===== config.mk =====
export PLATFORM = sky130hd
export DESIGN_NAME = acq_control_flat
export DESIGN_NICKNAME = d
export VERILOG_FILES = /design/src/design/tart_cfg_pkg.sv /design/src/design/tart_regs_pkg.sv /design/src/design/tart_ifs.sv /design/src/design/acq_control.sv /design/src/flat_wrapper.sv
export SDC_FILE = /design/constraint.sdc
export NUM_CORES = 1
export LEC_CHECK = 0
export ABC_AREA = 1
export BUFFER_PORTS_ARGS = -buffer_cell sky130_fd_sc_hd__buf_4
export CORE_ASPECT_RATIO = 0.9
export CORE_MARGIN = 3
export CORE_UTILIZATION = 53
export CTS_BUF_LIST = sky130_fd_sc_hd__clkbuf_8
export DETAILED_ROUTE_END_ITERATION = 6
export HOLD_SLACK_MARGIN = 0.12
export PLACE_DENSITY = 0.93
export RECOVER_POWER = 50
export SLEW_MARGIN = 40
export SYNTH_ARGS = -nofsm -noshare
export SYNTH_HDL_FRONTEND = slang
export SYNTH_SLANG_ARGS = --single-unit

===== constraint.sdc =====
create_clock -name clk_x -period 1.8 [get_ports clk_x]
set_input_delay 0.18 -clock clk_x [delete_from_list [all_inputs] [get_ports clk_x]]
set_output_delay 0.18 -clock clk_x [all_outputs]
set_load 0.01 [all_outputs]

===== src/design/tart_cfg_pkg.sv =====
package tart_cfg_pkg;

   // ------------------------------------------------------------
   // Data widths
   // ------------------------------------------------------------
   localparam int SAMPLE_BITS = 24;     // One bit per antenna
   localparam int DELAY_BITS  = 3;      // Sample phase select
   localparam int BYTE_BITS   = 8;      // Host data path
   localparam int ADDR_BITS   = 4;      // Host register space

   typedef logic [SAMPLE_BITS-1:0] sample_t;    // Antenna word
   typedef logic [DELAY_BITS-1:0]  delay_t;     // Strobe phase
   typedef logic [BYTE_BITS-1:0]   byte_t;      // Host byte
   typedef logic [ADDR_BITS-1:0]   reg_addr_t;  // Host register address

   // ------------------------------------------------------------
   // Parameter defaults for the top level
   // ------------------------------------------------------------
   localparam int TRATE_DEFAULT         = 12;   // Clocks per sample
   localparam int BUF_ADDR_BITS_DEFAULT = 9;    // 512 samples per block
   localparam int RESET_CYCLES_DEFAULT  = 4;    // Soft reset length

endpackage


===== src/design/tart_regs_pkg.sv =====
package tart_regs_pkg;

   // ------------------------------------------------------------
   // Host register map
   // ------------------------------------------------------------
   // Sample bytes, low to high
   localparam tart_cfg_pkg::reg_addr_t ADDR_DATA_LO  = 4'h0;
   localparam tart_cfg_pkg::reg_addr_t ADDR_DATA_MID = 4'h1;
   localparam tart_cfg_pkg::reg_addr_t ADDR_DATA_HI  = 4'h2;   // Read advances the buffer

   // Control registers
   localparam tart_cfg_pkg::reg_addr_t ADDR_SAMPLE_DELAY = 4'h5;
   localparam tart_cfg_pkg::reg_addr_t ADDR_DEBUG        = 4'h6;  // Fake counter source
   localparam tart_cfg_pkg::reg_addr_t ADDR_START        = 4'h7;
   localparam tart_cfg_pkg::reg_addr_t ADDR_STATUS       = 4'hE;  // Read only
   localparam tart_cfg_pkg::reg_addr_t ADDR_RESET        = 4'hF;  // Write only

   // ------------------------------------------------------------
   // Acquisition FSM
   // ------------------------------------------------------------
   typedef enum logic [2:0] {
      ST_IDLE    = 3'd0,   // Waiting for start
      ST_ACQUIRE = 3'd1,   // Filling the buffer
      ST_READY   = 3'd2,   // Block complete, nothing read yet
      ST_READING = 3'd3    // Host draining the block
   } acq_state_t;

   // Status byte layout, state sits in bits 2..0
   localparam int STAT_ONE   = 7;    // Always set
   localparam int STAT_START = 4;
   localparam int STAT_DEBUG = 3;

endpackage


===== src/design/tart_ifs.sv =====
`timescale 1ns/1ps

// Capture path, control settings out and strobe/sample back
interface capture_if;
   tart_cfg_pkg::delay_t  sample_delay;   // Strobe phase
   logic                  debug_mode;     // Fake counter selected
   logic                  strobe;         // One clock per sample period
   tart_cfg_pkg::sample_t sample;         // Selected antenna word

   modport ctrl  (output sample_delay, output debug_mode, input strobe);
   modport clock (input sample_delay, output strobe);
   modport capt  (input debug_mode, input strobe, output sample);
   modport store (input sample);
endinterface

// Block buffer access
interface buffer_if #(
   parameter int ADDR_BITS = tart_cfg_pkg::BUF_ADDR_BITS_DEFAULT
);
   logic                  wr_en;     // Store the current sample
   logic [ADDR_BITS-1:0]  wr_addr;
   logic [ADDR_BITS-1:0]  rd_addr;
   tart_cfg_pkg::sample_t rd_data;   // Registered, one clock after rd_addr

   modport ctrl (output wr_en, output wr_addr, output rd_addr);
   modport mem  (input wr_en, input wr_addr, input rd_addr, output rd_data);
   modport rdbk (input rd_data);
endinterface


===== src/design/acq_control.sv =====
`timescale 1ns/1ps

module acq_control #(
   parameter int BUF_ADDR_BITS = tart_cfg_pkg::BUF_ADDR_BITS_DEFAULT,
   parameter int RESET_CYCLES  = tart_cfg_pkg::RESET_CYCLES_DEFAULT
) (
   input  logic                    clk_x,
   input  logic                    reset,
   input  logic                    reg_wr_i,
   input  logic                    reg_rd_i,
   input  tart_cfg_pkg::reg_addr_t reg_addr_i,
   input  tart_cfg_pkg::byte_t     reg_wdata_i,
   capture_if.ctrl                 cap,
   buffer_if.ctrl                  bb,
   output logic                    rd_pulse_o,
   output logic [1:0]              data_sel_o,   // Byte within the sample
   output logic                    data_rd_o,    // Sample byte, not a register
   output tart_cfg_pkg::byte_t     reg_val_o,
   output logic                    led_o
);

   localparam int RST_BITS = $clog2(RESET_CYCLES + 1);

   tart_regs_pkg::acq_state_t state;
   tart_cfg_pkg::delay_t      delay_q;
   logic                      debug_q;
   logic                      start_q;
   logic [RST_BITS-1:0]       rst_cnt;
   logic [BUF_ADDR_BITS-1:0]  wr_addr_q;
   logic [BUF_ADDR_BITS-1:0]  rd_addr_q;
   logic                      rst_wr, soft_rst, clr;
   logic                      data_addr, data_ok, data_req, hi_rd, last_rd;
   logic                      start_go, last_wr;
   tart_cfg_pkg::byte_t       status, reg_val;

   // ------------------------------------------------------------
   // Host decode
   // ------------------------------------------------------------
   assign rst_wr    = reg_wr_i && (reg_addr_i == tart_regs_pkg::ADDR_RESET);
   assign soft_rst  = (rst_cnt != '0);
   assign clr       = reset || soft_rst || rst_wr;   // Clears control state
   assign data_addr = (reg_addr_i == tart_regs_pkg::ADDR_DATA_LO) ||
                      (reg_addr_i == tart_regs_pkg::ADDR_DATA_MID) ||
                      (reg_addr_i == tart_regs_pkg::ADDR_DATA_HI);
   assign data_ok   = (state == tart_regs_pkg::ST_READY) ||
                      (state == tart_regs_pkg::ST_READING);
   assign data_req  = reg_rd_i && data_addr && data_ok;
   assign hi_rd     = data_req && (reg_addr_i == tart_regs_pkg::ADDR_DATA_HI);
   assign last_rd   = hi_rd && (rd_addr_q == '1);        // Final byte of the block
   assign start_go  = reg_wr_i && (reg_addr_i == tart_regs_pkg::ADDR_START) &&
                      reg_wdata_i[0] && (state == tart_regs_pkg::ST_IDLE);
   assign last_wr   = bb.wr_en && (wr_addr_q == '1);

   // Soft reset stretcher
   always_ff @(posedge clk_x) begin
      if (reset) begin
         rst_cnt <= '0;
      end else if (rst_wr) begin
         rst_cnt <= RST_BITS'(RESET_CYCLES);
      end else if (soft_rst) begin
         rst_cnt <= rst_cnt - 1'b1;
      end
   end

   // Register bank
   always_ff @(posedge clk_x) begin
      if (clr) begin
         delay_q <= '0;
         debug_q <= 1'b0;
         start_q <= 1'b0;
      end else begin
         if (reg_wr_i && (reg_addr_i == tart_regs_pkg::ADDR_SAMPLE_DELAY))
            delay_q <= reg_wdata_i[tart_cfg_pkg::DELAY_BITS-1:0];
         if (reg_wr_i && (reg_addr_i == tart_regs_pkg::ADDR_DEBUG))
            debug_q <= reg_wdata_i[0];
         if (start_go)
            start_q <= 1'b1;
         else if (last_rd)
            start_q <= 1'b0;     // Block fully read back
      end
   end

   // ------------------------------------------------------------
   // Acquisition FSM and buffer addressing
   // ------------------------------------------------------------
   always_ff @(posedge clk_x) begin
      if (clr) begin
         state     <= tart_regs_pkg::ST_IDLE;
         wr_addr_q <= '0;
         rd_addr_q <= '0;
      end else begin
         if (start_go) wr_addr_q <= '0;
         else if (bb.wr_en) wr_addr_q <= wr_addr_q + 1'b1;
         if (hi_rd) rd_addr_q <= rd_addr_q + 1'b1;   // Wraps to 0 after the last
         case (state)
            tart_regs_pkg::ST_IDLE:    if (start_go) state <= tart_regs_pkg::ST_ACQUIRE;
            tart_regs_pkg::ST_ACQUIRE: if (last_wr) state <= tart_regs_pkg::ST_READY;
            tart_regs_pkg::ST_READY:   if (data_req) state <= tart_regs_pkg::ST_READING;
            tart_regs_pkg::ST_READING: if (last_rd) state <= tart_regs_pkg::ST_IDLE;
            default:                   state <= tart_regs_pkg::ST_IDLE;
         endcase
      end
   end

   assign bb.wr_en   = (state == tart_regs_pkg::ST_ACQUIRE) && cap.strobe;
   assign bb.wr_addr = wr_addr_q;
   assign bb.rd_addr = rd_addr_q;
   assign cap.sample_delay = delay_q;
   assign cap.debug_mode   = debug_q;
   assign led_o = data_ok;    // Block available

   // Status byte
   always_comb begin
      status = '0;
      status[tart_regs_pkg::STAT_ONE]   = 1'b1;
      status[tart_regs_pkg::STAT_START] = start_q;
      status[tart_regs_pkg::STAT_DEBUG] = debug_q;
      status[2:0] = state;
   end

   // Register read mux, data addresses read as 0 here
   always_comb begin
      case (reg_addr_i)
         tart_regs_pkg::ADDR_SAMPLE_DELAY: reg_val = tart_cfg_pkg::byte_t'(delay_q);
         tart_regs_pkg::ADDR_DEBUG:        reg_val = tart_cfg_pkg::byte_t'(debug_q);
         tart_regs_pkg::ADDR_START:        reg_val = tart_cfg_pkg::byte_t'(start_q);
         tart_regs_pkg::ADDR_STATUS:       reg_val = status;
         default:                          reg_val = '0;
      endcase
   end

   // Read request staged for the fetch cycle
   always_ff @(posedge clk_x) begin
      if (reset) rd_pulse_o <= 1'b0;
      else       rd_pulse_o <= reg_rd_i;
   end

   always_ff @(posedge clk_x) begin
      data_sel_o <= reg_addr_i[1:0];   // LO, MID, HI map to 0, 1, 2
      data_rd_o  <= data_req;
      reg_val_o  <= reg_val;
   end

endmodule


===== src/flat_wrapper.sv =====
// flat-port wrapper written by rule: the top's interface ports become plain ports
module acq_control_flat 
#(
   parameter int BUF_ADDR_BITS = tart_cfg_pkg::BUF_ADDR_BITS_DEFAULT,
   parameter int RESET_CYCLES  = tart_cfg_pkg::RESET_CYCLES_DEFAULT
)
  (clk_x, reset, reg_wr_i, reg_rd_i, reg_addr_i, reg_wdata_i, rd_pulse_o, data_sel_o, data_rd_o, reg_val_o, led_o, cap_sample_delay, cap_debug_mode, cap_strobe, bb_wr_en, bb_wr_addr, bb_rd_addr);
  capture_if cap_i ();
  buffer_if bb_i ();
  input  logic clk_x;
  input  logic reset;
  input  logic reg_wr_i;
  input  logic reg_rd_i;
  input  tart_cfg_pkg::reg_addr_t reg_addr_i;
  input  tart_cfg_pkg::byte_t reg_wdata_i;
  output logic rd_pulse_o;
  output logic [1:0] data_sel_o;
  output logic data_rd_o;
  output tart_cfg_pkg::byte_t reg_val_o;
  output logic led_o;
  output wire logic [$bits(cap_i.sample_delay)-1:0] cap_sample_delay;
  output wire logic [$bits(cap_i.debug_mode)-1:0] cap_debug_mode;
  input wire logic [$bits(cap_i.strobe)-1:0] cap_strobe;
  output wire logic [$bits(bb_i.wr_en)-1:0] bb_wr_en;
  output wire logic [$bits(bb_i.wr_addr)-1:0] bb_wr_addr;
  output wire logic [$bits(bb_i.rd_addr)-1:0] bb_rd_addr;
  assign cap_sample_delay = cap_i.sample_delay;
  assign cap_debug_mode = cap_i.debug_mode;
  assign cap_i.strobe = cap_strobe;
  assign bb_wr_en = bb_i.wr_en;
  assign bb_wr_addr = bb_i.wr_addr;
  assign bb_rd_addr = bb_i.rd_addr;
  acq_control #(.BUF_ADDR_BITS(BUF_ADDR_BITS), .RESET_CYCLES(RESET_CYCLES)) u_core (.clk_x(clk_x), .reset(reset), .reg_wr_i(reg_wr_i), .reg_rd_i(reg_rd_i), .reg_addr_i(reg_addr_i), .reg_wdata_i(reg_wdata_i), .cap(cap_i), .bb(bb_i), .rd_pulse_o(rd_pulse_o), .data_sel_o(data_sel_o), .data_rd_o(data_rd_o), .reg_val_o(reg_val_o), .led_o(led_o));
endmodule

Word-level counts from Yosys, hierarchy flattened
Cells that the tools add are included.
- register bits: 41
- output and inout bits: 36
- word-level logic and storage cells: 66
- add/subtract/negate cells: 3
- equality and inequality tests: 16
- muxes and demuxes: 10
- reduce and logical (&&, ||, !) cells: 25
- operators by type and width (operator ; number):
    one-hot mux 8 bit (4 select lines) ; 1
    adder 9 x 1 -> 9 bit (second input constant) ; 2
    equality test 9 bit (second input constant) ; 2
    two-way mux 3 bit ; 6
    equality test 4 x 3 -> 1 bit (second input constant) ; 3
    logical AND 1 bit ; 12
    one-hot mux 3 bit (4 select lines) ; 1
    equality test 4 bit (second input constant) ; 2
    != test 2 x 1 -> 1 bit (second input constant) ; 4
    equality test 3 x 2 -> 1 bit (second input constant) ; 2
    logical OR 1 bit ; 5
    equality test 4 x 1 -> 1 bit (second input constant) ; 1
    equality test 4 x 2 -> 1 bit (second input constant) ; 1
    logical NOT 4 bit ; 1
    AND reduction 4 bit ; 1
    nonzero test 2 bit ; 2
    OR reduction 2 bit ; 2
    equality test 3 x 1 -> 1 bit (second input constant) ; 1
    logical NOT 3 bit ; 1
    nonzero test 3 bit ; 1
    subtractor 3 x 1 -> 3 bit (second input constant) ; 1
    two-way mux 1 bit ; 2

Depth between registers and ports, before layout
- word-level depth: 9
- mapped depth: 12
- depth with buffers taken out: 12

Least setup slack after synthesis
OpenSTA, ideal clock, no wires.
- path kind: reg-to-reg
- from: register u_core.wr_addr_q[0] (netlist: u_core.bb.wr_addr[0])
- to: register u_core.state[0]
- setup time: 0.115 ns
- data arrival time: 1.521 ns
- data required time: 1.685 ns
- slack: 0.164 ns
- cell stages (with the launch flop): 12
- buffers on the path: 0
- clock period less this slack: 1.636 ns
- cell sequence: dfxtp_1 > ha_1 > nand4_1 > nor3b_1 > ha_1 > nand2_1 > nand2_1 > nand2_1 > nor2_1 > nand3_1 > nand2_1 > nor2_1
- word-level cells in the longest chain between the ends: 4
- RTL lines (what ; RTL line ; text):
    start, declared ; acq_control.sv:29 ; logic [BUF_ADDR_BITS-1:0] wr_addr_q;
    start signal, assigned ; acq_control.sv:93 ; else if (bb.wr_en) wr_addr_q <= wr_addr_q + 1'b1;
    equality test 9 bit ; acq_control.sv:52 ; assign last_wr = bb.wr_en && (wr_addr_q == '1);
    logical AND 1 bit ; acq_control.sv:52 ;
    != test 2 x 1 -> 1 bit (no line) ; - ;
    AND reduction 4 bit (no line) ; - ;
    end signal, assigned ; acq_control.sv:88 ; state <= tart_regs_pkg::ST_IDLE;
    end signal, assigned ; acq_control.sv:96 ; tart_regs_pkg::ST_IDLE: if (start_go) state <= tart_regs_pkg::ST_ACQUIRE;
    end signal, assigned ; acq_control.sv:97 ; tart_regs_pkg::ST_ACQUIRE: if (last_wr) state <= tart_regs_pkg::ST_READY;
    end, declared ; acq_control.sv:24 ; tart_regs_pkg::acq_state_t state;
No other way between the ends.
A chain may end at the register's enable or synchronous reset.

Worst setup path after layout
- from: register u_core.wr_addr_q[4] (netlist: u_core.bb.wr_addr[4])
- to: register u_core.state[1]
Same word-level chain as after synthesis.

==> results.md <==
- Status: finished, violations left
- Violated checks: negative setup slack
- RR Endpoint: u_core.state[1]
- Seq/Total Area, Yosys: 42.9%
- Max Freq: 0.543 GHz
- Placer Congestion: 0.831
- First-pass GRT wire length: 6310 um
- R2R Path Start: u_core.bb.wr_addr[4]
- Synth cell types: 30
- Worst path required time: 1.99 ns
- Synth Flop Type: dfxtp_1
- Drt first-iter violations: 169
- H-Tree Depth: 2
- Cells along the critical path: nand2_1 > inv_2 > nand4_1 > nor3b_2 > ha_2 > nand2_1 > nand2_1 > nand2_2 > nor2_4 > nand3_1 > nand2_1 > nor2_1
- Total power: 2520 uW
- Most instantiated cells after synthesis: 42 x nand2_1, 38 x dfxtp_1, 38 x inv_1
- WL final: 4900 um
- GRT Overall Usage: 20.6%
- Count leader, synth: nand2_1
- Pin count of the biggest net entering global routing: 13
- Ports: 53
- Die width: 66.9 um
- CTS tree: yes
- Static leakage: 0.00101 uW
- Stages on worst setup path: 12
- Slew Viols, Final: 0
- CP max stage delay: 0.34 ns
- Final period utilization: 102%
- Max Fanout on Critical Path: 4
- CTS Buf Count: 5
- Crit path buffers/inverters: 1
- RSZ-0062 raised after global routing: yes
- Hold Path Class: in -> reg
- Initial Utilization: 56.5%
- Critical path arrival: 2.03 ns
- GRT overflow: 0
- Critical Path Sink: u_core.state[1]
- Layout cell share with drive strength beyond 1: 25.2%
- FP Rows: 19
- Final Critical Period: 1.84 ns
- Vias in the first global route: 1516
- Die Y: 60.9 um
- Top cells by area, synth: dfxtp_1 43%, nand2_1 8.9%, inv_1 8.1%
- Post-layout util: 75.4%
- Worst Setup Slack, final: -0.0426 ns
- Flip-flop and latch count after synthesis: 38
- Hold slack: 0.178 ns
- Cells after Synth: 229
- ANT nets after route: 0
- R2R cell count: 12
- Post-synth EDFFs: 0
- Layout Nets: 321
- Area leader, netlist: dfxtp_1
- Routed vias: 1785
- YS warnings: 0
- Worst VDD drop: 0.000603 V
- Skew-Pair Late Insertion Delay: 0.29 ns
- # DRC: 0
- CP endpoint kind: flop
- DIE AREA: 4070 um^2
- IO buf count: 45
- Worst Setup SP: u_core.bb.wr_addr[4]
- CTS Sinks: 38
- HPWL after DPL: 3010 um
- Yosys top cell area share: 42.9%
- CP startpoint kind: flop
- Layout area overhead: 33.6%
- Syn Std Cell Area: 1770 um^2
- Setup violators final: 2
- Most used cell, CP: nand2_1
- Drt wl/cell: 14.6 um
- CTS clk-pin slew, worst paths: 0.08 ns
- Max Cap Viol: 0
- Clk root buf: clkbuf_8
- Power density over the cells: 1060 nW/um^2
- Crit-path slowest cell: dfxtp_2
- Asr flop ratio synth: 0%
- Syn Area/Cell: 7.74 um^2
- Final hold viol count: 0
- Initial antenna violation count: 0
- Antenna cell count: 0
- Clk_skew: 0.00539 ns
- Crit path kind: reg -> reg
- Clock buffer depth: 2
- Vias per inst: 5.31
- Placeable Area: 3140 um^2
- R2R setup slack: -0.04 ns
- Initial DRT Pass Iterations: 4
- CP top delay family: simple AND/OR/NAND/NOR gates
-- cell type report --
type                    count  area, um^2
inverters                  38         143
well taps                  42        52.6
clock inverters             3        40.0
fillers                   233         771
clock buffers               5        68.8
multi-input cells         150         875
flip-flops and latches     38         769
repair buffers             60         419
-- sequential cells by signal, indices dropped and copies added, names as in the netlist --
name and count:
u_core.bb.rd_addr 9, u_core.bb.wr_addr 9, u_core.reg_val_o 6, u_core.cap.sample_delay 3, u_core.rst_cnt 3, u_core.data_sel_o 2, u_core.state 2, u_core.cap.debug_mode 1
u_core.data_rd_o 1, u_core.rd_pulse_o 1, u_core.start_q 1
-- how the worst min path moves through the flow --
stage	from	to	slack [ns]	depth (start not counted)
after floorplan	reg_addr_i[0]	u_core.data_sel_o[0]	0.21	0
after global placement	reg_addr_i[1]	u_core.data_sel_o[1]	0.31	1
after detailed placement	reg_addr_i[1]	u_core.data_sel_o[1]	0.31	1
after CTS	reg_wdata_i[1]	u_core.cap.sample_delay[1]	0.18	3
after global routing	reg_wr_i	u_core.cap.debug_mode	0.23	3
final	reg_wdata_i[1]	u_core.cap.sample_delay[1]	0.18	3
-- cell families after synthesis --
group / count (synthesis) / synth area share [%]
compound gates: 32 / 9.60
xor+xnor: 7 / 3.46
fa+ha+maj: 11 / 7.77
buf+inv: 42 / 10.2
flops: 38 / 42.9
other cells: 1 / 0.212
simple gates: 98 / 25.8
-- per-stage QoR --
stage | setup WS (ns) | cells | area [um^2] | setup TNS, ns
2_1_floorplan | 0.164 | 230 | 1780 | 0
3_3_place_gp | 0.128 | 320 | 2180 | 0
3_5_place_dp | -0.0423 | 320 | 2180 | -0.0601
4_1_cts | 0.0332 | 332 | 2340 | 0
5_1_grt | -0.0951 | 336 | 2370 | -0.192
6_report | -0.0426 | 336 | 2370 | -0.0584
-- layout by cell type, fill, tap and decap left out, types with 2 or more instances in the layout --
cell type,netlist,final
clkbuf_1,0,11
nand2_2,1,2
dfxtp_1,38,33
buf_4,2,44
ha_1,11,8
clkinv_2,0,2
a21oi_1,19,19
dfxtp_2,0,4
nor3b_2,1,2
nand3_1,13,13
dlygate4sd3_1,0,4
conb_1,1,2
nor2_1,21,20
nor2_4,1,2
nand4_1,7,7
clkbuf_8,0,5
inv_1,38,36
nand2_4,1,2
xnor2_1,2,2
o21ai_0,7,7
inv_2,0,2
nor3_1,5,5
ha_2,0,2
xor2_1,5,5
nand2_1,42,40
-- what timing repair did --
item,CTS,global route
pin swaps,0,5
hold endpoints to repair,4,0
setup buffers,0,4
hold buffers,4,0
endpoints found under the setup margin,2,8
gates resized for setup,2,16
-- power breakdown --
part	leakage (uW)	switching, uW	internal (uW)
clock network	0.0000579	304	408
logic	0.000645	524	325
registers	0.000311	56.0	899
-- layer usage --
metal / vias to the layer above / track usage (%) / share of wire (%)
li1: 855 / - / -
met1: 817 / 21.4 / 39
met2: 89 / 40.3 / 51
met3: 24 / 4.63 / 6.9
met4: 0 / 7.80 / 3.3
met5: - / 0 / 0
-- worst reg2reg max path, stage by stage, from the launching register on --
cell and delay [ns]:
dfxtp_2 0.34, nand2_1 0.07, inv_2 0.08, nand4_1 0.17, nor3b_2 0.25, ha_2 0.21, nand2_1 0.08, nand2_1 0.10
nand2_2 0.07, nor2_4 0.13, nand3_1 0.12, nand2_1 0.09, nor2_1 0.05
Power figures use the tool's default switching activity.
